File: src/design/cpu_defines.svh
`ifndef CPU_DEFINES_SVH
`define CPU_DEFINES_SVH

// ########################################
// Datapath sizes
// ########################################

// Shared bus and register width
`define CPU_DATA_WIDTH 32

// General registers r0 to r15
`define CPU_REG_COUNT 16

// ########################################
// Program memory
// ########################################

`define CPU_MEM_DEPTH 512
`define CPU_ADDR_WIDTH 9

`endif

File: src/design/controlPkg.sv
package controlPkg;

    // ########################################
    // Sequencer states
    // ########################################

    typedef enum logic [3:0] {
        Idle    = 4'd0,
        T0      = 4'd1,
        T1      = 4'd2,
        T2      = 4'd3,
        T3      = 4'd4,
        T4      = 4'd5,
        T5      = 4'd6,
        T6      = 4'd7,
        T7      = 4'd8,
        Stopped = 4'd9
    } seqStateT;

    // ALU operations chosen by the sequencer in T4
    typedef enum logic [2:0] {
        AluAdd = 3'd0,
        AluSub = 3'd1,
        AluAnd = 3'd2,
        AluOr  = 3'd3,
        AluMul = 3'd4
    } aluOpT;

endpackage

File: src/design/aluUnit.sv
`timescale 1ns/1ps
`include "cpu_defines.svh"

module aluUnit (
    input  logic                       Clock,
    input  logic                       arstN,
    input  logic                       Yin,
    input  logic                       Zin,
    input  controlPkg::aluOpT          aluOp,
    input  logic [`CPU_DATA_WIDTH-1:0] busData,
    output logic [`CPU_DATA_WIDTH-1:0] zHigh,
    output logic [`CPU_DATA_WIDTH-1:0] zLow
);

    localparam int ZWidth = 2 * `CPU_DATA_WIDTH;

    logic [`CPU_DATA_WIDTH-1:0] y;
    logic [ZWidth-1:0]          z;
    logic [ZWidth-1:0]          result;
    logic signed [ZWidth-1:0]   product;

    assign product = $signed(y) * $signed(busData); // Full signed 64-bit product

    always_comb begin
        case (aluOp)
            controlPkg::AluAdd: result = {{`CPU_DATA_WIDTH{1'b0}}, y + busData};
            controlPkg::AluSub: result = {{`CPU_DATA_WIDTH{1'b0}}, y - busData};
            controlPkg::AluAnd: result = {{`CPU_DATA_WIDTH{1'b0}}, y & busData};
            controlPkg::AluOr:  result = {{`CPU_DATA_WIDTH{1'b0}}, y | busData};
            controlPkg::AluMul: result = product;
            default:            result = '0;
        endcase
    end

    always_ff @(posedge Clock or negedge arstN) begin
        if (!arstN) begin
            y <= '0;
            z <= '0;
        end else begin
            if (Yin) begin
                y <= busData; // First operand
            end
            if (Zin) begin
                z <= result;
            end
        end
    end

    assign zHigh = z[ZWidth-1:`CPU_DATA_WIDTH];
    assign zLow  = z[`CPU_DATA_WIDTH-1:0];

endmodule

File: config.mk
export PLATFORM = sky130hd
export DESIGN_NAME = aluUnit
export DESIGN_NICKNAME = d
export VERILOG_FILES = /design/src/design/controlPkg.sv /design/src/design/aluUnit.sv
export VERILOG_INCLUDE_DIRS = /design/src /design/src/design
export SDC_FILE = /design/constraint.sdc
export NUM_CORES = 2
export LEC_CHECK = 0
export BUFFER_PORTS_ARGS = -buffer_cell sky130_fd_sc_hd__buf_2
export CORE_MARGIN = 10
export CORE_UTILIZATION = 60
export CTS_CLUSTER_SIZE = 8
export DETAILED_ROUTE_END_ITERATION = 10
export PLACE_DENSITY = 0.77
export SYNTH_ARGS = -nofsm -noshare
export SYNTH_HDL_FRONTEND = slang
export SYNTH_SLANG_ARGS = --single-unit
File: constraint.sdc
create_clock -name Clock -period 11.77 [get_ports Clock]
set_input_delay 2.354 -clock Clock [delete_from_list [all_inputs] [get_ports Clock]]
set_output_delay 2.354 -clock Clock [all_outputs]
set_load 0.05 [all_outputs]
==> PnR_summary.wiki <==
{| class="wikitable"
! Metric !! Value
|-
| Run status || complete, no violations
|-
| Combined area of all synthesized cells || 42700 µm²
|-
| Hold-fix buffer count after cts || 0
|-
| Worst setup path startpoint || busData[6]
|-
| Fraction of synthesis flops using an asynchronous set or reset pin || 1.00
|-
| Setup repair after global routing missed its margin || no
|-
| Yosys top cell by area || sky130_fd_sc_hd__fa_1
|-
| Transition at the pin with the smallest max-transition slack || 1200 ps
|-
| Clock Latency Late Sink || 370 ps
|-
| Clock slew at the register clock pins of the worst setup and hold paths || 80 ps
|-
| Post-DP Area || 43800 µm²
|-
| Residual antenna-violating net count after detailed routing || 0
|-
| Largest net degree at the start of global routing || 71
|-
| Normalized max-slew margin || 0.197
|-
| CTS tree || yes
|-
| Total non-filler cell area in the finished layout || 44100 µm²
|-
| Type of element capturing the critical path || flop
|-
| Number of max-slew violations in the final report || 0
|-
| Simple-gate share of the synthesized area || 0.152
|-
| # clock sinks || 96
|-
| Vias || 31905
|-
| Number of distinct library cell variants in the gate-level netlist after synthesis || 84
|-
| Number of search-and-repair iterations in the first detailed-routing pass || 8
|-
| Ratio of cells with drive above 1 in the final layout || 0.0547
|-
| Main combinational cell family by area after synthesis || adder cells
|-
| Classification of the worst setup path || in2reg
|-
| Highest net fanout along the worst path || 22
|-
| Initial antenna violation count || 8
|-
| GRT Resource Usage Total || 0.299
|-
| Fin crit period || 10460 ps
|-
| Worst Hold Launch || z[58]
|-
| Top cells by area, synth || sky130_fd_sc_hd__fa_1 (51%), sky130_fd_sc_hd__inv_1 (8.6%), sky130_fd_sc_hd__and2_1 (7.5%)
|-
| Number of CTS-inserted buffers || 9
|-
| GR Overflow Total || 0
|-
| Fin. Hold Viols || 0
|-
| Type of the most critical hold path || reg2reg
|-
| Synthesized-area fraction occupied by adder cells || 0.576
|-
| Vias in the first global route || 34507
|-
| Max Cap Violations || 0
|-
| Number of levels in the clock H-tree || 3
|-
| Number of vias per cell || 5.90
|-
| Area enclosed by the die boundary || 82100 µm²
|-
| Width of the chip || 287 µm
|-
| Area of the placeable core || 70300 µm²
|-
| Mapped Cells || 4559
|-
| Post-CTS sizing || 0
|-
| Synthesized flop and latch total || 96
|-
| CP startpoint kind || input pin
|-
| Total Routed Length || 117000 µm
|-
| Number of core rows || 97
|-
| Primary FF master, synth || sky130_fd_sc_hd__dfrtp_1
|-
| DRC violation count after routing || 0
|-
| Area Growth Syn to Fin || 3.39%
|-
| Port bufs || 102
|-
| Highest Clock Rate || 0.0956 GHz
|-
| Count of endpoints failing setup in the final report || 0
|-
| Setup Total Neg Slack || 0 ps
|-
| Final weighted congestion in routability-driven placement || 0.999
|-
| Portion of the post-synthesis area used by sequential elements || 0.0563
|-
| Share of cell area taken by muxes after synthesis || 0.00889
|-
| Hpwl dp || 92700 µm
|-
| Routed WL per cell || 21.7 µm
|-
| Startpoint of the worst register-to-register path || y[31]
|-
| Fill cell instance count of the final layout || 5823
|-
| Compound-gate portion of the synthesized area || 0.0700
|-
| Mean area per synthesized cell || 9.36 µm²
|-
| Starting density of the core || 0.607
|-
| Worst clock skew || 16.4 ps
|-
| First DRT Iteration DRCs || 2546
|-
| Post-CTS Setup Inserts || 0
|-
| Number of nets at the end of the flow || 5796
|-
| Number of flops mapped to enable cells by yosys || 0
|-
| Wire length of the first global-routing pass || 191000 µm
|-
| Clock buffer depth || 2
|-
| Final period util || 0.889
|-
| Root Buffer Master || sky130_fd_sc_hd__clkbuf_16
|-
| Critical Path RT || 12040 ps
|-
| Synthesized-area fraction occupied by xor and xnor cells || 0.0254
|-
| Data arrival time of the worst path || 10730 ps
|-
| Top cell type's share of synthesized area || 0.508
|-
| Net count after synthesis || 5899
|-
| Chip height || 287 µm
|-
| Number of synthesis warnings || 0
|-
| Util after Layout || 0.628
|-
| IO Pins || 103
|}
[per-stage QoR]
step / worst slack (ps) / hold slack (ps) / cells
floorplan: 1810 / 588 / 4559
global placement: 1160 / 465 / 5385
detailed placement: 898 / 469 / 5385
CTS: 1350 / 488 / 5401
global route: 825 / 506 / 5405
finish: 1310 / 487 / 5409
[synth_stat cells, types with 4 or more instances]
cell type / number
sky130_fd_sc_hd__ha_1: 218
sky130_fd_sc_hd__xor2_1: 42
sky130_fd_sc_hd__o221ai_1: 4
sky130_fd_sc_hd__a21o_1: 43
sky130_fd_sc_hd__a41oi_1: 6
sky130_fd_sc_hd__a21oi_1: 115
sky130_fd_sc_hd__dfrtp_1: 96
sky130_fd_sc_hd__nor2b_1: 9
sky130_fd_sc_hd__clkbuf_1: 255
sky130_fd_sc_hd__nand3_1: 22
sky130_fd_sc_hd__a211o_1: 5
sky130_fd_sc_hd__a222oi_1: 5
sky130_fd_sc_hd__nand2_1: 569
sky130_fd_sc_hd__a31oi_1: 15
sky130_fd_sc_hd__inv_1: 977
sky130_fd_sc_hd__nand4_1: 14
sky130_fd_sc_hd__nor3_1: 22
sky130_fd_sc_hd__o31ai_1: 9
sky130_fd_sc_hd__o21ai_0: 73
sky130_fd_sc_hd__and3_1: 17
sky130_fd_sc_hd__o21bai_1: 9
sky130_fd_sc_hd__buf_1: 21
sky130_fd_sc_hd__a22oi_1: 7
sky130_fd_sc_hd__buf_2: 5
sky130_fd_sc_hd__mux2_2: 31
sky130_fd_sc_hd__o21a_1: 9
sky130_fd_sc_hd__a211oi_1: 7
sky130_fd_sc_hd__a221oi_1: 14
sky130_fd_sc_hd__or3_1: 9
sky130_fd_sc_hd__fa_1: 1083
sky130_fd_sc_hd__o2bb2ai_1: 28
sky130_fd_sc_hd__a221o_1: 6
sky130_fd_sc_hd__o21ai_1: 6
sky130_fd_sc_hd__and2_1: 513
sky130_fd_sc_hd__nand2b_1: 21
sky130_fd_sc_hd__maj3_1: 16
sky130_fd_sc_hd__nor2_1: 80
sky130_fd_sc_hd__a22o_1: 21
sky130_fd_sc_hd__or2_2: 4
sky130_fd_sc_hd__o211ai_1: 11
sky130_fd_sc_hd__xnor2_1: 80
[registers in the layout, summed over array words and instances (netlist names)]
signal and flops:
z 64, y 32
[per-layer routing]
metal  vias up  track usage  routed length [µm]
met5         -            0                   0
met4         0        0.175                8240
met3       427       0.0441                9050
met2      1525        0.506               58200
met1     16597        0.363               41800
li1      13356            -                   -
[worst paths after layout]
check	endpoint	slack, ps	depth (start not counted)
min in group asynchronous	z[59]	1900	1
worst max register to register	z[63]	2930	22
max in group asynchronous	y[13]	8420	2
worst min register to register	z[58]	490	2
worst max-delay path	z[63]	1310	23
worst min-delay path	z[58]	490	2
[cells by family (layout without fill, tap and decap cells)]
family | after synthesis | in the layout
DFF | 96 | 96
muxes | 34 | 34
xor gates and xnor gates | 123 | 123
and+or+nand+nor | 1297 | 1297
other | 0 | 8
adders and majority gates | 1317 | 1317
buffers and inverters | 1262 | 1164
AOI/OAI and AO/OA | 430 | 430
[worst max-delay path, stage by stage]
cell and delay (ps):
sky130_fd_sc_hd__buf_2 490, sky130_fd_sc_hd__nand2_1 200, sky130_fd_sc_hd__inv_1 130, sky130_fd_sc_hd__fa_1 430, sky130_fd_sc_hd__inv_1 240, sky130_fd_sc_hd__fa_1 480
sky130_fd_sc_hd__inv_1 230, sky130_fd_sc_hd__fa_1 500, sky130_fd_sc_hd__fa_1 680, sky130_fd_sc_hd__inv_1 550, sky130_fd_sc_hd__fa_1 530, sky130_fd_sc_hd__inv_1 90
sky130_fd_sc_hd__fa_1 400, sky130_fd_sc_hd__fa_1 520, sky130_fd_sc_hd__fa_1 430, sky130_fd_sc_hd__ha_1 410, sky130_fd_sc_hd__inv_1 120, sky130_fd_sc_hd__a2111oi_0 600
sky130_fd_sc_hd__o311ai_4 290, sky130_fd_sc_hd__a32oi_2 470, sky130_fd_sc_hd__a41oi_1 190, sky130_fd_sc_hd__xnor2_1 160, sky130_fd_sc_hd__a22o_1 210
[layout make-up]
type                            instances  area [µm²]  area share
Multi-Input combinational cell       3201       35500       0.805
Inverter                              978        3670      0.0833
Sequential cell                        96        2400      0.0545
Tap cell                              940        1180      0.0267
Timing Repair Buffer                  170        1020      0.0232
Clock buffer                           10         239     0.00542
Clock inverter                          6        62.6     0.00142
Antenna cell                            8        20.0    0.000454
[cell usage in the layout (no fill, tap or decap), types with 6 or more instances in the layout]
cell and instances:
sky130_fd_sc_hd__and3_1 17, sky130_fd_sc_hd__mux2_2 31, sky130_fd_sc_hd__dfrtp_1 95, sky130_fd_sc_hd__a41oi_1 6, sky130_fd_sc_hd__a21o_1 43, sky130_fd_sc_hd__nand4_1 14
sky130_fd_sc_hd__xnor2_1 80, sky130_fd_sc_hd__diode_2 8, sky130_fd_sc_hd__maj3_1 16, sky130_fd_sc_hd__a221o_1 6, sky130_fd_sc_hd__a21oi_1 115, sky130_fd_sc_hd__a22oi_1 7
sky130_fd_sc_hd__nand3_1 22, sky130_fd_sc_hd__ha_1 218, sky130_fd_sc_hd__nor2_1 79, sky130_fd_sc_hd__and2_1 513, sky130_fd_sc_hd__inv_1 976, sky130_fd_sc_hd__o21a_1 9
sky130_fd_sc_hd__o21bai_1 9, sky130_fd_sc_hd__clkbuf_16 9, sky130_fd_sc_hd__nand2b_1 21, sky130_fd_sc_hd__o31ai_1 9, sky130_fd_sc_hd__a31oi_1 15, sky130_fd_sc_hd__a221oi_1 14
sky130_fd_sc_hd__buf_2 101, sky130_fd_sc_hd__o2bb2ai_1 28, sky130_fd_sc_hd__a22o_1 21, sky130_fd_sc_hd__nand2_1 569, sky130_fd_sc_hd__buf_4 69, sky130_fd_sc_hd__a211oi_1 7
sky130_fd_sc_hd__xor2_1 42, sky130_fd_sc_hd__nor3_1 21, sky130_fd_sc_hd__o21ai_1 6, sky130_fd_sc_hd__fa_1 1083, sky130_fd_sc_hd__o211ai_1 11, sky130_fd_sc_hd__o21ai_0 73
sky130_fd_sc_hd__or3_1 9, sky130_fd_sc_hd__nor2b_1 8
Power is left out: the tool's default activity adds up to more than one toggle a clock period on the data nets, which glitch-free logic cannot reach.
