<file path="src/design/cpu_defines.svh">
`ifndef CPU_DEFINES_SVH
`define CPU_DEFINES_SVH

// ########################################
// Datapath sizes
// ########################################

// Shared bus and register width
`define CPU_DATA_WIDTH 32

// General registers r0 to r15
`define CPU_REG_COUNT 16

// ########################################
// Program memory
// ########################################

`define CPU_MEM_DEPTH 512
`define CPU_ADDR_WIDTH 9

`endif

</file>
<file path="src/design/isaPkg.sv">
package isaPkg;

    // ########################################
    // Opcodes in IR bits 31..27
    // ########################################

    typedef enum logic [4:0] {
        OpLdi  = 5'd0,
        OpAdd  = 5'd1,
        OpSub  = 5'd2,
        OpAnd  = 5'd3,
        OpOr   = 5'd4,
        OpMul  = 5'd5,
        OpMfhi = 5'd6,
        OpMflo = 5'd7,
        OpOut  = 5'd8,
        OpHalt = 5'd9
    } opcodeT;

    // Top bit of each instruction field
    localparam int OpcodeMsb  = 31;
    localparam int RaMsb      = 26;
    localparam int RbMsb      = 22;
    localparam int RcMsb      = 18;
    localparam int ConstWidth = 19; // Constant C sits in bits 18..0

endpackage

</file>
<file path="src/design/controlPkg.sv">
package controlPkg;

    // ########################################
    // Sequencer states
    // ########################################

    typedef enum logic [3:0] {
        Idle    = 4'd0,
        T0      = 4'd1,
        T1      = 4'd2,
        T2      = 4'd3,
        T3      = 4'd4,
        T4      = 4'd5,
        T5      = 4'd6,
        T6      = 4'd7,
        T7      = 4'd8,
        Stopped = 4'd9
    } seqStateT;

    // ALU operations chosen by the sequencer in T4
    typedef enum logic [2:0] {
        AluAdd = 3'd0,
        AluSub = 3'd1,
        AluAnd = 3'd2,
        AluOr  = 3'd3,
        AluMul = 3'd4
    } aluOpT;

endpackage

</file>
<file path="src/design/controlSequencer.sv">
`timescale 1ns/1ps
`include "cpu_defines.svh"

module controlSequencer (
    input  logic                       Clock,
    input  logic                       arstN,
    input  logic                       Run,
    input  logic [`CPU_DATA_WIDTH-1:0] ir,
    output logic                       PCout,
    output logic                       MDRout,
    output logic                       HIout,
    output logic                       LOout,
    output logic                       ZhighOut,
    output logic                       ZlowOut,
    output logic                       Rout,
    output logic                       Cout,
    output logic                       PCin,
    output logic                       IRin,
    output logic                       MARin,
    output logic                       MDRin,
    output logic                       Yin,
    output logic                       HIin,
    output logic                       LOin,
    output logic                       Rin,
    output logic                       OutPortin,
    output logic                       Zin,
    output logic                       Gra,
    output logic                       Grb,
    output logic                       Grc,
    output logic                       IncPC,
    output logic                       Read,
    output logic                       pcClear,
    output controlPkg::aluOpT          aluOp,
    output logic                       Running,
    output logic                       Halted
);

    controlPkg::seqStateT state;
    controlPkg::seqStateT nextState;
    isaPkg::opcodeT       opcode;

    assign opcode = isaPkg::opcodeT'(ir[isaPkg::OpcodeMsb -: $bits(isaPkg::opcodeT)]);

    always_ff @(posedge Clock or negedge arstN) begin
        if (!arstN) begin
            state  <= controlPkg::Idle;
            Halted <= 1'b0;
        end else begin
            state  <= nextState;
            Halted <= (nextState == controlPkg::Stopped);
        end
    end

    assign Running = (state != controlPkg::Idle) && (state != controlPkg::Stopped);

    // ########################################
    // Strobes and next state
    // ########################################

    always_comb begin
        PCout     = 1'b0;
        MDRout    = 1'b0;
        HIout     = 1'b0;
        LOout     = 1'b0;
        ZhighOut  = 1'b0;
        ZlowOut   = 1'b0;
        Rout      = 1'b0;
        Cout      = 1'b0;
        PCin      = 1'b0; // No jumps in this instruction set
        IRin      = 1'b0;
        MARin     = 1'b0;
        MDRin     = 1'b0;
        Yin       = 1'b0;
        HIin      = 1'b0;
        LOin      = 1'b0;
        Rin       = 1'b0;
        OutPortin = 1'b0;
        Zin       = 1'b0;
        Gra       = 1'b0;
        Grb       = 1'b0;
        Grc       = 1'b0;
        IncPC     = 1'b0;
        Read      = 1'b0;
        pcClear   = 1'b0;
        aluOp     = controlPkg::AluAdd;
        nextState = state;
        case (state)
            controlPkg::Idle, controlPkg::Stopped: begin
                if (Run) begin
                    pcClear   = 1'b1;
                    nextState = controlPkg::T0;
                end
            end
            controlPkg::T0: begin
                PCout     = 1'b1;
                MARin     = 1'b1;
                IncPC     = 1'b1;
                nextState = controlPkg::T1;
            end
            controlPkg::T1: begin
                Read      = 1'b1;
                MDRin     = 1'b1;
                nextState = controlPkg::T2;
            end
            controlPkg::T2: begin
                MDRout    = 1'b1;
                IRin      = 1'b1;
                nextState = controlPkg::T3;
            end
            controlPkg::T3: begin
                nextState = controlPkg::T0;
                case (opcode)
                    isaPkg::OpLdi, isaPkg::OpAdd, isaPkg::OpSub,
                    isaPkg::OpAnd, isaPkg::OpOr: begin
                        Rout      = 1'b1;
                        Grb       = 1'b1;
                        Yin       = 1'b1;
                        nextState = controlPkg::T4;
                    end
                    isaPkg::OpMul: begin
                        Rout      = 1'b1;
                        Gra       = 1'b1;
                        Yin       = 1'b1;
                        nextState = controlPkg::T4;
                    end
                    isaPkg::OpMfhi, isaPkg::OpMflo: begin
                        HIout = (opcode == isaPkg::OpMfhi);
                        LOout = (opcode == isaPkg::OpMflo);
                        Gra   = 1'b1;
                        Rin   = 1'b1;
                    end
                    isaPkg::OpOut: begin
                        Rout      = 1'b1;
                        Gra       = 1'b1;
                        OutPortin = 1'b1;
                    end
                    default: nextState = controlPkg::Stopped; // halt and unknown opcodes
                endcase
            end
            controlPkg::T4: begin
                Cout = (opcode == isaPkg::OpLdi);
                Rout = (opcode != isaPkg::OpLdi);
                Grb  = (opcode == isaPkg::OpMul);
                Grc  = (opcode != isaPkg::OpLdi) && (opcode != isaPkg::OpMul);
                Zin  = 1'b1;
                case (opcode)
                    isaPkg::OpSub: aluOp = controlPkg::AluSub;
                    isaPkg::OpAnd: aluOp = controlPkg::AluAnd;
                    isaPkg::OpOr:  aluOp = controlPkg::AluOr;
                    isaPkg::OpMul: aluOp = controlPkg::AluMul;
                    default:       aluOp = controlPkg::AluAdd;
                endcase
                nextState = controlPkg::T5;
            end
            controlPkg::T5: begin
                ZlowOut = 1'b1;
                if (opcode == isaPkg::OpMul) begin
                    LOin      = 1'b1;
                    nextState = controlPkg::T6;
                end else begin
                    Gra       = 1'b1;
                    Rin       = 1'b1;
                    nextState = controlPkg::T0;
                end
            end
            controlPkg::T6: begin
                ZhighOut  = 1'b1;
                HIin      = 1'b1;
                nextState = controlPkg::T0;
            end
            default: nextState = controlPkg::T0; // T7 is spare
        endcase
    end

    haltedNotRunning: assert property (@(posedge Clock) disable iff (!arstN)
        !(Halted && Running));

endmodule

</file>
<file path="config.mk">
export PLATFORM = sky130hd
export DESIGN_NAME = controlSequencer
export DESIGN_NICKNAME = d
export VERILOG_FILES = /design/src/design/isaPkg.sv /design/src/design/controlPkg.sv /design/src/design/controlSequencer.sv
export VERILOG_INCLUDE_DIRS = /design/src /design/src/design
export SDC_FILE = /design/constraint.sdc
export NUM_CORES = 1
export LEC_CHECK = 0
export ABC_AREA = 1
export BUFFER_PORTS_ARGS = -buffer_cell sky130_fd_sc_hd__buf_2
export CORE_UTILIZATION = 33
export CTS_CLUSTER_DIAMETER = 80
export DETAILED_ROUTE_END_ITERATION = 10
export GPL_TIMING_DRIVEN = 0
export PLACE_DENSITY_LB_ADDON = 0.05
export SLEW_MARGIN = 20
export SYNTH_ARGS = -nofsm -noshare
export SYNTH_HDL_FRONTEND = slang
export SYNTH_SLANG_ARGS = --single-unit
</file>
<file path="constraint.sdc">
create_clock -name Clock -period 1.12 [get_ports Clock]
set_input_delay 0 -clock Clock [delete_from_list [all_inputs] [get_ports Clock]]
set_output_delay 0 -clock Clock [all_outputs]
set_load 0.02 [all_outputs]
</file>
==> summary by stage <==
Run status
The flow ran to the end, but the final reports show violations. The checks that failed: setup timing.

Die
In this run the horizontal extent of the chip is 43.12 µm. 64 I/O pins were placed. In this run the vertical extent of the chip is about 43 µm. The floorplan row count is 14.

The placeable core region is 1541 µm². The effective utilization at floorplan is 36.20%. The area of the die is around 1900 µm².

GRT
For met3 alone, demand over resource in global routing was a little under 6%. The most utilized layer in the global route result is met2. Global routing consumed, over all layers together, 18.89% of the routing resources.

The largest net degree at the start of global routing is 8. Global routing used between 20 and 30% of the available met1 tracks. Summed over all layers, the global routing overflow is 0. The first-pass GRT wire length is 2628 µm.

The via count of the first global-routing pass is slightly above 600. For this run, global-route usage on met2 was measured as roughly 29%. The initial antenna violation count came to 0.

CTS
The clock slew seen by the registers of the worst setup and hold paths is 0.05 ns. The clock buffer count from CTS is 3. The later pin in the worst-skew pair is clocked with a latency of approximately 0.25 ns. The clock passes through at most 2 buffers. The buffer type at the clock tree root is sky130_fd_sc_hd__clkbuf_4. TritonCTS built the clock tree. The CTS sink count is 5.

In this run the number of H-tree levels came out at 1.

Pwr
The power density relative to cell area is approximately 2300 nW/µm². The leakage power figure is ~0.00057 µW. The maximum resistive drop on vdd is between 1.5 and 2 mV.

Synth
For this run, the number of Yosys warnings is 0. Synthesis handed over a netlist of between 90 and 100 instances. The sequential area share after synthesis is between 20 and 25%. The post-synthesis instance area is between 500 and 600 µm². Synthesis inferred 5 register bits. The synthesized netlist contains 19 unique library cells. Counting every net in the synthesized netlist gives ~130.

The mean instance size in the synthesized netlist is between 6 and 7 µm².

Routing
Summed over all layers, the routed wires come to about 1600 µm. The routed wirelength normalized by instance count is between 10 and 15 µm. In this run the remaining antenna-violating nets after routing total 0.

The total DRC errors in the routed layout is 0. The length of the first detailed-routing pass in iterations is 4. The routed layout has roughly 730 vias. After detailed routing, the number of vias per cell comes to roughly 4.6. The starting DRC count in detailed routing is 11.

Setup path
The critical path required time is approximately 1.1 ns. The launching instance or port of the critical path is state[1]. STA classifies the critical path startpoint as a flop. The worst setup path is of the flop to primary output kind. The startpoint identified for the worst register-to-register timing path is state[1]. The data arrival at the endpoint of the critical path is about 1.4 ns. The worst setup path is captured at a primary output. Along the worst path, the maximum fanout reaches 4.

Layout
The post-route netlist has between 60% and 70% of its cells at a drive strength greater than 1. The number of inserted diodes is 0. Measured on the finished design, the core utilization comes to 65.50%.

The net count of the finished layout is 180. The layout overhead on the synthesized area is 80.94%. The finished layout holds 160 standard cells, fillers aside.

STA
Timing would allow up to approximately 0.7 GHz. The final-report hold violation count was 0. Dividing the final minimum period by the clock period gives 125.5%. Across all setup checks in the final design, the least slack found is -0.2852 ns. Setup repair after global routing could not meet its margin everywhere.

On the final layout, the worst clock skew is 0.01022 ns. Subtracting the final worst setup slack from the clock period gives roughly 1.4 ns. The worst-case hold slack is approximately 0.087 ns. The total count of max-transition violations in the final report is 0.

Setup violations remaining at the end of the flow were counted as 31.

Job
The number of maximum-capacitance constraint violations is 0.

Placed design
The congestion estimate from routability-driven global placement came to 0.8316. The placed wire-length estimate is about 1100 µm. The count of port buffers added during placement is 35.

The total placed cells including tap cells is about 140. The setup slack at placement is -0.05358 ns.

Min path
In this run the worst hold path is classified as input port to asynchronous set/reset pin.
## critical path, stage by stage, from the launching register on
cell                      delay (ns)
sky130_fd_sc_hd__dfrtp_1        0.42
sky130_fd_sc_hd__inv_2          0.09
sky130_fd_sc_hd__nand2_2        0.08
sky130_fd_sc_hd__nor2_4         0.16
sky130_fd_sc_hd__inv_2          0.08
sky130_fd_sc_hd__nor2_4         0.10
sky130_fd_sc_hd__nor2_1         0.06
sky130_fd_sc_hd__nand2_2        0.06
sky130_fd_sc_hd__buf_6          0.11
## repair_timing
| item | 4_1_cts | 5_1_grt |
|---|---|---|
| hold buffers | 2 | 0 |
| pin swaps | 5 | 2 |
| endpoints found under the hold margin | 6 | 0 |
| resized for setup | 31 | 6 |
| setup endpoints to repair | 27 | 32 |
| buffers inserted | 8 | 2 |
## cells in the mapped netlist, drive strengths merged
cell type | instances | area share (%)
nand3 | 9 | 9.9
conb | 1 | 0.67
o22ai | 1 | 1.1
inv | 13 | 8.7
a21oi | 3 | 2.7
nand2 | 25 | 18
buf | 6 | 8.1
dfrtp | 5 | 22
nor3 | 2 | 2.7
o21ai | 2 | 1.8
nor2 | 24 | 22
or2 | 1 | 1.1
nand4 | 1 | 1.1
## power breakdown
part,total (µW),switching (µW),internal [µW]
clock network,216,80.4,135
registers,322,68.8,253
logic,1740,1030,715
## stage by stage
stage / setup TNS, ns / instance area, µm² / power [µW]
after CTS: -4.493 / 969.7 / 2182
after global routing: -8.009 / 1010 / 2460
after floorplan: -0.01469 / 575.6 / 1272
final: -5.381 / 1010 / 2280
after global placement: -0.07084 / 770.7 / 1600
after detailed placement: -0.1145 / 770.7 / 1608
## metal layers
layer / vias to the layer above / wire length [µm]
li1: 385 / -
met1: 313 / 759
met2: 31 / 752
met3: 2 / 122
met4: 0 / 8
met5: - / 0
## layout make-up
type / instances / area, µm²
Multi-Input combinational cell: 69 / 414.1
Tap cell: 16 / 20.02
Clock buffer: 4 / 26.28
Buffer: 6 / 45.04
Fill cell: 141 / 531.8
Inverter: 13 / 48.80
Timing Repair Buffer: 47 / 330.3
Sequential cell: 5 / 125.1
## layout by cell type, fill, tap and decap left out, drive strengths merged
cell type    instances
buf                 51
nand2               25
nor2                24
inv                 13
nand3                9
dfrtp                5
clkbuf               4
a21oi                3
dlygate4sd3          2
nor3                 2
o21ai                2
o22ai                1
nand4                1
or2                  1
conb                 1
## path summary, 6_finish.rpt
path,to,slack (ns),cells past startpoint
setup / recovery,Rout,-0.29,8
hold / removal,state[0],0.09,2
setup reg to reg,state[2],-0.12,5
hold reg to reg,state[0],0.68,3
max in group asynchronous,state[2],0.89,2
min in group Clock,state[3],0.23,4
## logic make-up after synthesis
logic type             Yosys count  share of synthesized area, %
DFF                              5                         22.42
and+or+nand+nor                 62                         54.48
AOI/OAI and AO/OA                6                         5.605
other                            1                        0.6720
buffers and inverters           19                         16.82
## registers in the layout (all words and copies together), names as in the netlist
signal	count
state	4
Halted	1
Note: power is estimated with default switching activity, not from simulation.
