[config.mk]
export PLATFORM = sky130hd
export DESIGN_NAME = registerFile
export DESIGN_NICKNAME = d
export VERILOG_FILES = /design/src/design/isaPkg.sv /design/src/design/registerFile.sv
export VERILOG_INCLUDE_DIRS = /design/src /design/src/design
export SDC_FILE = /design/constraint.sdc
export NUM_CORES = 1
export LEC_CHECK = 0
export BUFFER_PORTS_ARGS = -buffer_cell sky130_fd_sc_hd__buf_2
export CAP_MARGIN = 20
export CORE_UTILIZATION = 60
export DETAILED_ROUTE_END_ITERATION = 16
export PLACE_DENSITY_LB_ADDON = 0.1
export SETUP_SLACK_MARGIN = 0.15
export SLEW_MARGIN = 30
export SYNTH_ARGS = -nofsm -noshare
export SYNTH_HDL_FRONTEND = slang
export SYNTH_SLANG_ARGS = --single-unit
[constraint.sdc]
create_clock -name Clock -period 4.2 [get_ports Clock]
set_clock_uncertainty 0.15 [all_clocks]
set_input_delay 0.63 -clock Clock [delete_from_list [all_inputs] [get_ports Clock]]
set_output_delay 0.63 -clock Clock [all_outputs]
set_load 0.1 [all_outputs]
[src/design/cpu_defines.svh]
`ifndef CPU_DEFINES_SVH
`define CPU_DEFINES_SVH

// ########################################
// Datapath sizes
// ########################################

// Shared bus and register width
`define CPU_DATA_WIDTH 32

// General registers r0 to r15
`define CPU_REG_COUNT 16

// ########################################
// Program memory
// ########################################

`define CPU_MEM_DEPTH 512
`define CPU_ADDR_WIDTH 9

`endif

[src/design/isaPkg.sv]
package isaPkg;

    // ########################################
    // Opcodes in IR bits 31..27
    // ########################################

    typedef enum logic [4:0] {
        OpLdi  = 5'd0,
        OpAdd  = 5'd1,
        OpSub  = 5'd2,
        OpAnd  = 5'd3,
        OpOr   = 5'd4,
        OpMul  = 5'd5,
        OpMfhi = 5'd6,
        OpMflo = 5'd7,
        OpOut  = 5'd8,
        OpHalt = 5'd9
    } opcodeT;

    // Top bit of each instruction field
    localparam int OpcodeMsb  = 31;
    localparam int RaMsb      = 26;
    localparam int RbMsb      = 22;
    localparam int RcMsb      = 18;
    localparam int ConstWidth = 19; // Constant C sits in bits 18..0

endpackage

[src/design/registerFile.sv]
`timescale 1ns/1ps
`include "cpu_defines.svh"

module registerFile (
    input  logic                       Clock,
    input  logic                       arstN,
    input  logic                       Gra,
    input  logic                       Grb,
    input  logic                       Grc,
    input  logic                       Rin,
    input  logic [`CPU_DATA_WIDTH-1:0] ir,
    input  logic [`CPU_DATA_WIDTH-1:0] busData,
    output logic [`CPU_DATA_WIDTH-1:0] regData
);

    localparam int IdxWidth = $clog2(`CPU_REG_COUNT);

    logic [`CPU_DATA_WIDTH-1:0] regs [0:`CPU_REG_COUNT-1];
    logic [IdxWidth-1:0]        regIdx;

    always_comb begin
        regIdx = '0; // No select means r0
        if (Gra) begin
            regIdx = ir[isaPkg::RaMsb -: IdxWidth];
        end else if (Grb) begin
            regIdx = ir[isaPkg::RbMsb -: IdxWidth];
        end else if (Grc) begin
            regIdx = ir[isaPkg::RcMsb -: IdxWidth];
        end
    end

    always_ff @(posedge Clock) begin
        if (Rin && (regIdx != '0)) begin
            regs[regIdx] <= busData;
        end
    end

    assign regData = (regIdx == '0) ? '0 : regs[regIdx]; // r0 is hardwired to zero

    // The sequencer must never select two IR fields at once
    oneFieldSelect: assert property (@(posedge Clock) disable iff (!arstN)
        $onehot0({Gra, Grb, Grc}));

endmodule

==> summary.txt, run 1 <==
Run status
  • Outcome: finished clean

Layout
  • Final non-filler cell total: 1,980
  • Layout Nets: 1,617
  • Fraction of layout cells with a size suffix above 1: 17.62%
  • Max reg flops: 480
  • Final instance area: 22,210 sq um
  • Largest register by flop count: regs
  • Area Overhead vs Synth: 16.77%
  • Top flop regs: regs x480
  • Final Util: 71.86%

Clock tree
  • Clock transition at path regs: 0.06 ns
  • Hold buffers post-CTS: 0
  • Post CTS Setup Buffer Count: 0
  • H-tree depth: 2
  • CTS max path bufs: 3
  • TritonCTS Buffers: 47
  • Post-cts sizing count: 0
  • Clk root buf: clkbuf_16
  • CTS tree: yes
  • Sink Count: 480

Global routing
  • Largest net degree at the start of global routing: 64
  • Vias in the first global route: 11,936
  • Initial antenna violation count: 3
  • GRT Total Usage: 29.23%
  • First-pass GRT wire length: 70,750 um
  • Grt ovf: 0

Synth
  • Yosys cell types: 43
  • Main synth FF type: edfxtp_1
  • EDFF count, synth: 480
  • Cell Area, Synth: 19,020 sq um
  • Post-Syn Instances: 1,436
  • Most common cell in the netlist: edfxtp_1
  • Top cell type's share of synthesized area: 75.78%
  • Syn_area_per_cell: 13.25 sq um
  • Yosys warns: 0
  • Synthesis-stage register bit count: 480
  • Top cell type by total area after synthesis: edfxtp_1
  • Synth top area cells: edfxtp_1 76%, nand2_1 8.5%, nand3_1 4.9%
  • Post-Syn Nets: 1,506
  • Ys async rst share: 0%
  • Post-synthesis sequential area ratio: 75.78%
  • Top cells by count, synth: 480 x edfxtp_1, 430 x nand2_1, 186 x nand3_1

Floorplan
  • Die Y: 180.1 um
  • Die X: 180.1 um
  • Initial Utilization: 61.54%
  • Die area: 32,420 sq um
  • Core footprint: 30,910 sq um
  • Num rows: 64
  • Top Ports: 102

STA
  • Slew @ Worst Pin: 0.5844 ns
  • Tmin final: 3.883 ns
  • Fin. max-slew vios: 0
  • Final setup vio count: 0
  • Final Cycle Share: 92.46%
  • Final-report hold violation count: 0
  • Hold WS: 0.2848 ns
  • F_max: 257.5 MHz
  • TNS Setup: 0 ns
  • RSZ-0062 raised after global routing: no
  • Max-slew headroom: 61.04%

Placement
  • Global placer's final weighted congestion: 0.8006
  • Placed cell area: 20,820 sq um
  • Placed cells: 1,894
  • Detailed Place HPWL: 25,440 um
  • Input/output buffers: 80

Critical path
  • Critical-path maximum fanout: 32
  • Crit path launch: Gra
  • Data arrival, critical path: 3.10 ns
  • CP Class: input pin to primary output
  • Worst setup path endpoint: regData[13]
  • CP startpoint kind: input pin
  • Critical Path RT: 3.42 ns
  • CP Capture Type: primary output

Power and ir drop
  • Leak: 7.703 nW
  • VDD IR max: 460.2 uV
  • Pwr per Cell Area: 490.8 nW/um^2

Flow run
  • Maxcap violations: 0

Detailed routing
  • DR pass1 iterations: 5
  • Routed wire length: 46,620 um
  • Initial drt markers: 1,310
  • Avg Vias per Cell: 6.210
  • DR vias: 12,296
  • Number of remaining DRC errors: 0
  • Antenna-violating nets left: 0
  • WL/cell: 23.55 um

Min path
  • Hold Crit Class: input pin to register
## power breakdown
part	switching [W]	leakage (nW)	internal, W
sequential	0.0000327	4.34	0.00542
combinational	0.00119	2.68	0.000411
clock	0.00170	0.684	0.00215
total	0.00291	7.70	0.00799
## how the worst min path moves through the flow
stage / to / startpoint / depth (start not counted)
after floorplan: regs[10][0]$_DFFE_PP_ / busData[0] / 0
after global placement: regs[6][29]$_DFFE_PP_ / busData[29] / 1
after detailed placement: regs[9][3]$_DFFE_PP_ / busData[3] / 1
after CTS: regs[9][3]$_DFFE_PP_ / busData[3] / 1
after global routing: regs[9][3]$_DFFE_PP_ / busData[3] / 1
final: regs[10][3]$_DFFE_PP_ / busData[3] / 1
## area by class of cell
cell class              count  area (sq um)
diodes                      1         2.502
flip-flops and latches    480         14410
fillers                  1966          8698
inverters                   4         15.01
multi-input cells         862          4702
well taps                 396         495.5
clock inverters            24         143.9
clock buffers              61          1250
repair buffers            152          1189
## metrics by stage
stage | setup WS [ns] | total power (W)
5_1_grt | 0.1850 | 0.01120
4_1_cts | 0.3462 | 0.01093
3_3_place_gp | 0.3553 | 0.007116
6_report | 0.3165 | 0.01090
2_1_floorplan | 0.002798 | 0.006670
3_5_place_dp | 0.3568 | 0.007141
## logic make-up (layout without fill, tap and decap cells)
logic type	count (synthesis)	count (layout)	synth area share [%]
flip-flops	480	480	75.78
AND/OR/NAND/NOR	676	676	15.47
AO/OA/AOI/OAI	177	177	5.427
other	0	1	0
multiplexers	9	9	0.7499
buffers and inverters	94	241	2.572
## metal layers
metal  GRT usage, %  routed length (um)
met5              0                  26
met4          8.855                 944
met3          4.244                3780
met2          47.47               22770
met1          41.62               19100
## critical path: stages
cell and delay, ns:
buf_2 0.21, a21oi_2 0.25, a22o_4 0.49, buf_4 0.37, nand2_1 0.09, a21oi_1 0.17
a211oi_1 0.10, nor4_4 0.30, buf_2 0.47
## cells in the final DEF, fill, tap and decap left out, types with 4 or more instances in the layout
| cell | instances |
|---|---|
| edfxtp_1 | 480 |
| nand2_1 | 427 |
| nand3_1 | 186 |
| a21oi_1 | 124 |
| buf_2 | 76 |
| buf_4 | 57 |
| clkbuf_16 | 48 |
| a211oi_1 | 31 |
| nor4_4 | 29 |
| buf_12 | 19 |
| nor2_4 | 16 |
| clkbuf_1 | 13 |
| clkinv_1 | 13 |
| clkinv_2 | 8 |
| mux4_2 | 4 |
Note: power is estimated with default switching activity, not from simulation.
==> run 2: changes to the inputs <==
--- a/config.mk
+++ b/config.mk
@@ -6,13 +6,15 @@
 export SDC_FILE = /design/constraint.sdc
 export NUM_CORES = 1
 export LEC_CHECK = 0
+export ABC_AREA = 1
 export BUFFER_PORTS_ARGS = -buffer_cell sky130_fd_sc_hd__buf_2
 export CAP_MARGIN = 20
-export CORE_UTILIZATION = 60
+export CORE_UTILIZATION = 64
+export CTS_BUF_LIST = sky130_fd_sc_hd__clkbuf_8
 export DETAILED_ROUTE_END_ITERATION = 16
 export PLACE_DENSITY_LB_ADDON = 0.1
 export SETUP_SLACK_MARGIN = 0.15
-export SLEW_MARGIN = 30
+export SLEW_MARGIN = 25
 export SYNTH_ARGS = -nofsm -noshare
 export SYNTH_HDL_FRONTEND = slang
 export SYNTH_SLANG_ARGS = --single-unit
==> summary.txt, run 2 <==
Run status
  • Outcome: finished clean

Synth
  • Synth top area cells: edfxtp_1 69%, nand2_1 15%, inv_1 5.7%
  • Top cells by count, synth: 863 x nand2_1, 493 x edfxtp_1, 325 x inv_1
  • Cell Area, Synth: 21,380 sq um
  • Synthesis-stage register bit count: 493
  • Post-synthesis sequential area ratio: 69.25%
  • Syn_area_per_cell: 10.16 sq um
  • Post-Syn Instances: 2,105
  • Most common cell in the netlist: nand2_1
  • Ys async rst share: 0%
  • EDFF count, synth: 493
  • Yosys warns: 0
  • Main synth FF type: edfxtp_1
  • Top cell type's share of synthesized area: 69.25%
  • Yosys cell types: 23
  • Top cell type by total area after synthesis: edfxtp_1

Detailed routing
  • DR vias: 14,304
  • Number of remaining DRC errors: 0
  • Antenna-violating nets left: 0
  • WL/cell: 17.41 um
  • DR pass1 iterations: 5
  • Avg Vias per Cell: 5.211
  • Routed wire length: 47,780 um
  • Initial drt markers: 1,149

STA
  • TNS Setup: 0 ns
  • Slew @ Worst Pin: 0.6159 ns
  • Tmin final: 3.752 ns
  • Final-report hold violation count: 0
  • Final Cycle Share: 89.34%
  • RSZ-0062 raised after global routing: no
  • F_max: 266.5 MHz
  • Final setup vio count: 0
  • Max-slew headroom: 58.84%
  • Fin. max-slew vios: 0

Clock tree
  • Clock transition at path regs: 0.06 ns
  • Clk root buf: clkbuf_8
  • CTS max path bufs: 3
  • Post-cts sizing count: 0
  • Post CTS Setup Buffer Count: 0
  • Sink Count: 493
  • H-tree depth: 3
  • TritonCTS Buffers: 78
  • Hold buffers post-CTS: 0
  • CTS tree: yes

Layout
  • Largest register by flop count: regs
  • Fraction of layout cells with a size suffix above 1: 11.22%
  • Top flop regs: regs x493
  • Max reg flops: 493
  • Most frequent cells in the layout: 862 x nand2_1, 493 x edfxtp_1, 346 x inv_1, 95 x o21ai_0, 84 x nor2_1
  • Multi-input gate area: 5047 sq um
  • Layout Nets: 2,313
  • Commonest non-fill, non-tap cell in the layout: nand2_1
  • FF+latch area: 14,800 sq um
  • FILL cells: 2,247
  • Area Overhead vs Synth: 12.50%

Power and ir drop
  • Total Power: 0.01092 W
  • Sequential Power Share: 51.5%
  • Switching pwr: 0.003076 W
  • Gate power share: 14.5%
  • Switching Fraction: 28.18%
  • VDD IR max: 398.7 uV
  • Pwr per Cell Area: 453.9 nW/um^2
  • Clock network power share: 34.0%
  • Leak: 10.61 nW
  • Pint: 0.007840 W

Placement
  • Input/output buffers: 80
  • Detailed Place HPWL: 27,120 um
  • Global placer's final weighted congestion: 0.8032

Floorplan
  • Die X: 184.8 um
  • Initial Utilization: 65.37%
  • Die Y: 184.8 um
  • Top Ports: 102
  • Die area: 34,140 sq um
  • Num rows: 66
  • Core footprint: 32,700 sq um

Critical path
  • CP Capture Type: primary output
  • Critical-path maximum fanout: 11
  • CP Class: input pin to primary output
  • Critical Path RT: 3.42 ns
  • Data arrival, critical path: 2.97 ns
  • Crit-path cells: buf_2, inv_2, nor2_1, a31oi_1, nor2_4, nand2_1, buf_4, nand2_1, nor2_1, buf_2
  • CP max stage cell: a31oi_1
  • CP startpoint kind: input pin
  • CP max stage delay: 0.47 ns

Min path
  • Hold Crit Class: input pin to register
  • Worst hold stages: 1

Global routing
  • Largest net degree at the start of global routing: 95
  • Grt ovf: 0
  • Vias in the first global route: 13,772
  • Initial antenna violation count: 3
  • GRT Total Usage: 29.20%
  • First-pass GRT wire length: 73,600 um

Flow run
  • Maxcap violations: 0
## run 2: cell types whose count changed in the layout (fill, tap and decap cells not counted), moves of 17 or more
cell / previous run / this run
nand2_1: 427 / 862
o21ai_1: 1 / 22
clkbuf_8: 0 / 82
nand3b_1: 2 / 19
nor2_1: 1 / 84
a211oi_1: 31 / 0
nand3_1: 186 / 78
clkbuf_16: 48 / 0
nor4_4: 29 / 0
a21oi_1: 124 / 2
inv_1: 3 / 346
o21ai_0: 2 / 95
## run 2: final timing paths
check	start	slack [ns]	endpoint
worst min-delay path	busData[30]	0.21	regs[15][30]$_DFFE_PP_
worst max-delay path	Gra	0.45	regData[0]
## run 2: routing by layer
metal	routed length [um]	track usage [%]	vias to the layer above
li1	-	-	6956
met2	23770	49.35	487
met3	3049	4.703	95
met5	0	0	-
met4	1273	11.57	0
met1	19690	37.95	6766
## run 2: critical path, delay by kind of cell
family | cells | cell delay, ns
buffers and inverters | 4 | 0.98
and+or+nand+nor | 5 | 0.87
AOI/OAI and AO/OA | 1 | 0.47
## run 2: metrics by stage
step	hold WS (ns)	area (sq um)	setup slack, ns	instances	utilization (%)
3_3_place_gp	0.8407	22640	0.5345	2605	69.22
4_1_cts	0.1750	24040	0.4346	2742	73.52
5_1_grt	0.2044	24040	0.3520	2743	73.52
3_5_place_dp	0.8568	22640	0.4394	2605	69.22
6_report	0.2093	24050	0.4475	2745	73.54
2_1_floorplan	0.5789	21420	0.4701	2117	-
## run 2: area by class of cell
class,instances,area share [%]
diodes,3,0.03122
clock buffers,82,4.693
clock inverters,55,1.150
inverters,328,5.125
multi-input cells,1204,20.99
flip-flops and latches,493,61.56
well taps,442,2.300
repair buffers,138,4.152
## run 2: cells by family (layout without fill, tap and decap cells)
logic type / after synthesis / count (layout) / share of synthesized area, %
simple gates: 1069 / 1069 / 19.72
flops: 493 / 493 / 69.25
buf+inv: 420 / 603 / 8.118
compound gates: 122 / 122 / 2.886
other cells: 1 / 16 / 0.01754
## run 2: power groups by stage
stage	clock, W	sequential, W	combinational, W
2_1_floorplan	0	0.00572	0.00114
3_3_place_gp	0	0.00571	0.00155
3_5_place_dp	0	0.00572	0.00158
4_1_cts	0.00378	0.00562	0.00158
5_1_grt	0.00398	0.00563	0.00171
6_report	0.00372	0.00562	0.00158
