## src/design/cpu_defines.svh

```systemverilog
`ifndef CPU_DEFINES_SVH
`define CPU_DEFINES_SVH

// ########################################
// Datapath sizes
// ########################################

// Shared bus and register width
`define CPU_DATA_WIDTH 32

// General registers r0 to r15
`define CPU_REG_COUNT 16

// ########################################
// Program memory
// ########################################

`define CPU_MEM_DEPTH 512
`define CPU_ADDR_WIDTH 9

`endif

```

## src/design/specialRegisters.sv

```systemverilog
`timescale 1ns/1ps
`include "cpu_defines.svh"

module specialRegisters (
    input  logic                       Clock,
    input  logic                       arstN,
    input  logic                       PCin,
    input  logic                       IncPC,
    input  logic                       pcClear,
    input  logic                       IRin,
    input  logic                       HIin,
    input  logic                       LOin,
    input  logic                       OutPortin,
    input  logic [`CPU_DATA_WIDTH-1:0] busData,
    output logic [`CPU_DATA_WIDTH-1:0] pc,
    output logic [`CPU_DATA_WIDTH-1:0] ir,
    output logic [`CPU_DATA_WIDTH-1:0] hi,
    output logic [`CPU_DATA_WIDTH-1:0] lo,
    output logic [`CPU_DATA_WIDTH-1:0] outPort,
    output logic                       outValid
);

    always_ff @(posedge Clock or negedge arstN) begin
        if (!arstN) begin
            pc       <= '0;
            ir       <= '0;
            hi       <= '0;
            lo       <= '0;
            outPort  <= '0;
            outValid <= 1'b0;
        end else begin
            if (pcClear) begin
                pc <= '0; // Run restarts the program at word 0
            end else if (PCin) begin
                pc <= busData;
            end else if (IncPC) begin
                pc <= pc + 1'b1;
            end
            if (IRin) begin
                ir <= busData;
            end
            if (HIin) begin
                hi <= busData;
            end
            if (LOin) begin
                lo <= busData;
            end
            if (OutPortin) begin
                outPort <= busData;
            end
            outValid <= OutPortin; // One pulse per write that lines up with the new value
        end
    end

endmodule

```

## config.mk

```make
export PLATFORM = sky130hd
export DESIGN_NAME = specialRegisters
export DESIGN_NICKNAME = d
export VERILOG_FILES = /design/src/design/specialRegisters.sv
export VERILOG_INCLUDE_DIRS = /design/src /design/src/design
export SDC_FILE = /design/constraint.sdc
export NUM_CORES = 1
export LEC_CHECK = 0
export BUFFER_PORTS_ARGS = -buffer_cell sky130_fd_sc_hd__buf_2
export CAP_MARGIN = 30
export CORE_ASPECT_RATIO = 2
export CORE_UTILIZATION = 30
export DETAILED_ROUTE_END_ITERATION = 7
export PLACE_DENSITY = 0.55
export SYNTH_ARGS = -nofsm -noshare
export SYNTH_HDL_FRONTEND = slang
export SYNTH_SLANG_ARGS = --single-unit
export TNS_END_PERCENT = 20
```

## constraint.sdc

```tcl
create_clock -name Clock -period 3.2 [get_ports Clock]
set_input_delay 0.32 -clock Clock [delete_from_list [all_inputs] [get_ports Clock]]
set_output_delay 0.32 -clock Clock [all_outputs]
set_load 0.05 [all_outputs]
```

==> flow_metrics.py, run 1 <==
metrics = {
    "drt": {
        "first_pass_iters": 5,
        "drt_wl_total_mm": 19.0,
        "routed_via_density": 4.79,
        "vias": 4797,
        "wl_per_cell_um": 19.0,
        "drc_errors": 0,
        "postRouteAntennaNets": 0,
        "first_iter_violations": 151,
    },
    "logic_synthesis": {
        "avgSynthCellArea_um2": 13.2,
        "synth_fp_nets": 556,
        "synthDistinctLibCells": 40,
        "synthArstFlopShare_pct": 100,
        "synth-seq-cells": 161,
        "yosys_warnings": 0,
        "synth-edff-count": 0,
        "synth_area_um2": 6810,
        "postSynthCellCount": 514,
        "yosysSeqAreaShare_pct": 59.2,
        "synth_flop_cell": "dfrtp_1",
    },
    "grt": {
        "grt_pass1_vias": 4949,
        "track_usage_pct": 17.2,
        "overflow": 0,
        "antenna_found_initial": 0,
        "grt_pass1_wl_mm": 29.4,
        "grt_max_degree": 80,
    },
    "die": {
        "die_area_um2": 23300,
        "die_w_um": 109,
        "start_util_pct": 30.7,
        "core_area_um2": 22200,
        "chipHeight_um": 215,
        "row_count": 77,
        "pin_count": 202,
    },
    "placed_design": {
        "dpl_cell_area_um2": 8130,
        "place_ws_ns": 1.10,
        "place_hpwl_mm": 13.8,
        "io_buffers": 201,
        "placed_cells": 967,
        "gp_congestion": 0.850,
    },
    "sta": {
        "max_freq_mhz": 467,
        "fin_worst_skew_ns": 0.00903,
        "final.min_clock_period_ns": 2.14,
        "finalMaxSlewViolations": 0,
        "setup_violations": 0,
        "hold_viol": 0,
        "setup_ws_ns": 1.06,
        "fin_tns_setup_ns": 0,
        "max_slew_margin_pct": 40.2,
        "rsz0062_at_grt": "false",
        "tightest_slew_ns": 0.897,
        "fin_crit_sh_pct": 66.9,
    },
    "clock_network": {
        "cts-resized-gates": 0,
        "clk_pin_slew_worst_paths_ns": 0.06,
        "numCtsBuffers": 17,
        "htreeDepth": 4,
        "clock_latency_ns": 0.44,
        "clk_path_buf_depth": 2,
        "clock-root-buffer": "clkbuf_16",
        "cts_tree": "done",
        "clock-sinks": 161,
    },
    "final_layout": {
        "final_cell_area_um2": 8770,
        "fillers": 2230,
        "multiInputGateArea_um2": 2600,
        "regArea_um2": 4030,
        "diodes": 0,
        "finalNetCount": 754,
        "fin_cells": 1001,
        "layout-drive-gt1-share_pct": 51.7,
        "area.growth.synth_to_final_pct": 28.8,
    },
    "setup_path": {
        "cp_slowest_cell": "nor4_1",
        "cpMostUsedCell": "nand4_1",
        "required_ns": 3.53,
        "arrival_ns": 2.47,
        "critPathKind": "flip-flop to flip-flop",
        "crit_path_max_incr_delay_ns": 0.74,
        "cp_max_fo": 8,
        "end_kind": "flip-flop",
        "start_kind": "flip-flop",
        "path_cells": "nand4_1, nor4_1, nand4_1, xnor2_1, o21a_1",
    },
    "power": {
        "power.density_nw_per_um2": 656,
        "power.leakage_uw": 0.00404,
        "totalPowerFinal_uw": 5750,
        "ir_drop_mv": 0.479,
    },
    "outcome": {
        "status": "complete, no violations",
    },
    "run": {
        "cap_violations": 0,
    },
    "worst_hold_path": {
        "min-delay-path-class": "primary input to flip-flop",
    },
}
[cell usage in the layout (no fill, tap or decap), types with 5 or more instances in the layout]
cell,Yosys,layout
buf_2,2,200
dfrtp_1,161,161
mux2_2,128,128
a21oi_1,21,21
xnor2_1,21,21
nor2_1,19,19
nand3_1,17,17
clkbuf_16,0,17
nand2_1,15,15
nand4_1,14,14
inv_1,14,14
o21a_1,13,13
and3_1,8,8
nor2b_1,6,6
clkinv_2,0,6
and4_1,5,5
nor3_1,5,5
[metrics by stage]
| stage | hold slack [ns] | utilization, % |
|---|---|---|
| final | 0.178 | 39.6 |
| after floorplan | 0.0244 | - |
| after detailed placement | 0.400 | 36.7 |
| after CTS | 0.151 | 39.5 |
| after global routing | 0.167 | 39.6 |
| after global placement | 0.401 | 36.5 |
[where the power goes]
group / leakage (uW) / total (uW) / internal (uW) / switching [uW]
Sequential: 0.00193 / 2330 / 2220 / 111
Clock: 0.000298 / 2090 / 1280 / 814
Combinational: 0.00181 / 1320 / 341 / 983
[cell type report]
cell class | instances | area share, %
clock buffers | 21 | 5.37
clock inverters | 11 | 1.54
inverters | 14 | 0.599
multi-input cells | 308 | 29.7
flip-flops and latches | 161 | 46.0
well taps | 276 | 3.94
repair buffers | 210 | 12.9
[cell families (layout without fill, tap and decap cells)]
family,count (synthesis),after routing,synth area share (%)
fa+ha+maj,1,1,0.184
xor+xnor,25,25,3.22
compound gates,48,48,4.50
buf+inv,45,256,2.61
simple gates,102,102,8.55
flops,161,161,59.2
mux,132,132,21.8
[state kept, by name, summed over array words and instances (netlist names)]
register,cells
outPort,32
lo,32
hi,32
ir,32
outValid,1
pc,32
[cells in the mapped netlist, drive strengths merged, types with 3 or more instances]
cell,number,area [um2]
nor3,5,25.0
clkbuf,15,58.8
nor2,19,71.3
o21ai,3,15.0
nand3,17,85.1
inv,14,52.6
dfrtp,161,4030
and3,8,50.1
buf,16,66.3
nand2,15,56.3
xnor2,21,184
nor4,6,50.0
and4,5,43.8
mux2,128,1440
nor2b,6,37.5
xor2,4,35.0
a21oi,21,105
nand4,15,109
mux2i,4,40.0
o21a,13,97.6
[worst paths after layout]
kind                                               from                 endpoint  slack [ns]  cells past startpoint
worst max-delay path                  pc[2]$_DFFE_PN0P_       pc[24]$_DFFE_PN0P_        1.06                      5
worst min-delay path                        busData[30]       pc[30]$_DFFE_PN0P_        0.18                      2
worst max register to register        pc[2]$_DFFE_PN0P_       pc[24]$_DFFE_PN0P_        1.06                      5
worst min register to register  outPort[29]$_DFFE_PN0P_  outPort[29]$_DFFE_PN0P_        0.50                      1
max in group asynchronous                         arstN        lo[7]$_DFFE_PN0P_        1.92                      3
min in group asynchronous                         arstN        lo[6]$_DFFE_PN0P_        0.47                      2
[critical path, delay by kind of cell (launching register included)]
| kind | cells | cell delay [ns] |
|---|---|---|
| xor gates and xnor gates | 1 | 0.16 |
| DFF | 1 | 0.48 |
| and+or+nand+nor | 3 | 1.24 |
| AOI/OAI and AO/OA | 1 | 0.16 |
[timing repair]
item | in CTS | in global routing
hold buffers | 1 | 0
hold endpoints to repair | 76 | 0
setup buffers | 0 | 0
[routing by layer]
metal | track usage, % | routed length [um] | up-vias
li1 | - | - | 2214
met1 | 17.8 | 6840 | 2421
met2 | 31.2 | 10700 | 134
met3 | 4.67 | 930 | 28
met4 | 8.29 | 543 | 0
met5 | 0 | 0 | -
(Power assumes the default switching activity.)
==> run 2, diff against run 1 <==
--- a/config.mk
+++ b/config.mk
@@ -11,7 +11,7 @@
 export CORE_ASPECT_RATIO = 2
 export CORE_UTILIZATION = 30
 export DETAILED_ROUTE_END_ITERATION = 7
-export PLACE_DENSITY = 0.55
+export PLACE_DENSITY = 0.57
 export SYNTH_ARGS = -nofsm -noshare
 export SYNTH_HDL_FRONTEND = slang
 export SYNTH_SLANG_ARGS = --single-unit
==> constraint.sdc (replaced) <==
create_clock -name Clock -period 1.7 [get_ports Clock]
set_input_delay 0.17 -clock Clock [delete_from_list [all_inputs] [get_ports Clock]]
set_output_delay 0.17 -clock Clock [all_outputs]
set_load 0.05 [all_outputs]
==> flow_metrics.py, run 2 (same netlist as run 1, synthesis figures left out) <==
metrics = {
    "drt": {
        "first_pass_iters": 4,
        "vias": 5000,
        "wl_per_cell_um": 18.8,
        "drt_wl_total_mm": 19.6,
        "first_iter_violations": 161,
        "drc_errors": 0,
        "postRouteAntennaNets": 0,
        "routed_via_density": 4.78,
    },
    "final_layout": {
        "final_cell_mix": "buf_2 (200), dfrtp_1 (147), mux2_2 (128), buf_4 (43), a21oi_1 (21)",
        "finalNetCount": 800,
        "final_cell_area_um2": 9230,
        "area.growth.synth_to_final_pct": 35.6,
        "final_common_cell": "buf_2",
        "diodes": 0,
        "layout-drive-gt1-share_pct": 57.3,
    },
    "setup_path": {
        "r2r_end": "pc[13]$_DFFE_PN0P_",
        "required_ns": 2.02,
        "cp_slowest_cell": "or3_4",
        "arrival_ns": 2.00,
        "critPathKind": "flip-flop to flip-flop",
        "r2r_setup_slack_ns": 0.03,
        "cp_top_family": "simple AND/OR/NAND/NOR gates",
        "worst_r2r_startpoint": "pc[9]$_DFFE_PN0P_",
        "cp_max_fo": 4,
        "path_cells": "nand4_1, or3_4, nor2_2, nand2_1, o311ai_0",
        "worst-path-buf-inv": 0,
        "r2r_cells": 5,
        "start_kind": "flip-flop",
        "crit_path_max_incr_delay_ns": 0.49,
        "end_kind": "flip-flop",
    },
    "sta": {
        "max_slew_margin_pct": 68.2,
        "tightest_slew_ns": 0.475,
        "setup_violations": 0,
        "hold_viol": 0,
        "fin_worst_skew_ns": 0.00924,
        "finalMaxSlewViolations": 0,
        "fin_crit_sh_pct": 98.5,
        "fin_tns_setup_ns": 0,
        "final.min_clock_period_ns": 1.67,
        "max_freq_mhz": 597,
        "rsz0062_at_grt": "true",
    },
    "power": {
        "power.share.switching_pct": 33.8,
        "p_int_uw": 7140,
        "power.density_nw_per_um2": 1170,
        "ir_drop_mv": 0.621,
        "power.leakage_uw": 0.00429,
        "sequentialPowerShare_pct": 40.5,
        "switchingPower_uw": 3640,
        "p_comb_share_pct": 24.4,
        "clkPwrFrac_pct": 35.1,
    },
    "clock_network": {
        "htreeDepth": 4,
        "clock-root-buffer": "clkbuf_16",
        "clock_latency_ns": 0.44,
        "cts_tree": "done",
        "clk_pin_slew_worst_paths_ns": 0.06,
        "clock-sinks": 161,
        "clk_path_buf_depth": 2,
        "numCtsBuffers": 17,
    },
    "worst_hold_path": {
        "hp-start": "busData[12]",
        "hold_depth": 2,
        "min_to": "hi[12]$_DFFE_PN0P_",
        "min-delay-path-class": "primary input to flip-flop",
    },
    "run": {
        "cap_violations": 0,
    },
    "grt": {
        "met3_usage_pct": 4.94,
        "grt_pass1_vias": 5428,
        "track_usage_pct": 18.2,
        "grt_use_met1_pct": 18.1,
        "antenna_found_initial": 1,
        "grt.busiest_layer": "met2",
        "met2_usage_pct": 33.7,
        "overflow": 0,
        "grt_pass1_wl_mm": 31.0,
        "grt_max_degree": 46,
    },
    "die": {
        "die_area_um2": 23300,
        "chipHeight_um": 215,
        "start_util_pct": 30.7,
        "row_count": 77,
        "pin_count": 202,
        "core_area_um2": 22200,
        "die_w_um": 109,
    },
    "outcome": {
        "status": "complete, no violations",
    },
    "placed_design": {
        "dpl_cell_area_um2": 8510,
        "place_hpwl_mm": 14.5,
        "gp_congestion": 0.818,
        "io_buffers": 201,
    },
}
[run 2: cell count changes in the layout (fill, tap and decap cells not counted), sizes merged]
cell         before  now
buf             209  250
clkinv            6    1
dlygate4sd3       1    6
clkbuf           21   23
inv              14   16
bufinv            3    2
clkinvlp          2    3
[run 2: how the worst max path moves through the flow]
stage / from / endpoint / slack, ns / cells past startpoint
6_report: pc[9]$_DFFE_PN0P_ / pc[13]$_DFFE_PN0P_ / 0.03 / 5
5_1_grt: pc[9]$_DFFE_PN0P_ / pc[11]$_DFFE_PN0P_ / -0.06 / 7
4_1_cts: pc[5]$_DFFE_PN0P_ / pc[31]$_DFFE_PN0P_ / -0.007 / 6
3_5_place_dp: pc[5]$_DFFE_PN0P_ / pc[31]$_DFFE_PN0P_ / -0.007 / 6
3_3_place_gp: pc[2]$_DFFE_PN0P_ / pc[21]$_DFFE_PN0P_ / 0.01 / 6
2_1_floorplan: pc[2]$_DFFE_PN0P_ / pc[30]$_DFFE_PN0P_ / -0.25 / 6
[run 2: final cells by class]
| type | instances | area [um2] |
|---|---|---|
| clock inverters | 8 | 105 |
| flip-flops and latches | 161 | 4050 |
| clock buffers | 23 | 468 |
| well taps | 276 | 345 |
| inverters | 14 | 52.6 |
| fillers | 2174 | 12900 |
| repair buffers | 256 | 1510 |
| multi-input cells | 308 | 2710 |
[run 2: power groups by stage]
| stage | clock network, uW | logic (uW) | registers, uW |
|---|---|---|---|
| detailed placement | 0 | 2640 | 4430 |
| finish | 3790 | 2630 | 4360 |
| floorplan | 0 | 516 | 5720 |
| CTS | 3940 | 2660 | 4360 |
| global route | 4080 | 2760 | 4410 |
| global placement | 0 | 2630 | 4420 |
[run 2: layer usage]
metal	wire length (um)	up-vias
met4	542	2
met2	11300	134
met1	6860	2525
met3	907	32
met5	17	-
li1	-	2307
[run 2: through the flow]
stage	hold slack [ns]	total power, uW	setup WS (ns)	util [%]	std cells
2_1_floorplan	-0.126	6240	-0.248	-	514
3_3_place_gp	0.0772	7050	0.0143	38.4	1008
3_5_place_dp	0.0727	7080	-0.00687	38.4	1008
4_1_cts	0.00182	11000	-0.00721	41.3	1045
5_1_grt	0.0137	11200	-0.0582	41.7	1046
6_report	0.0255	10800	0.0258	41.7	1046
[run 2: repair_timing]
item,CTS,global route
resized for setup,2,13
setup buffers,0,1
cloned,0,0
hold buffers,6,0
pin swaps,0,8
setup endpoints to repair,2,17
endpoints found under the hold margin,95,0
[run 2: worst register-to-register path, stage by stage, from the launching register on]
cell	delay [ns]
dfrtp_2	0.36
nand4_1	0.20
or3_4	0.49
nor2_2	0.12
nand2_1	0.09
o311ai_0	0.30
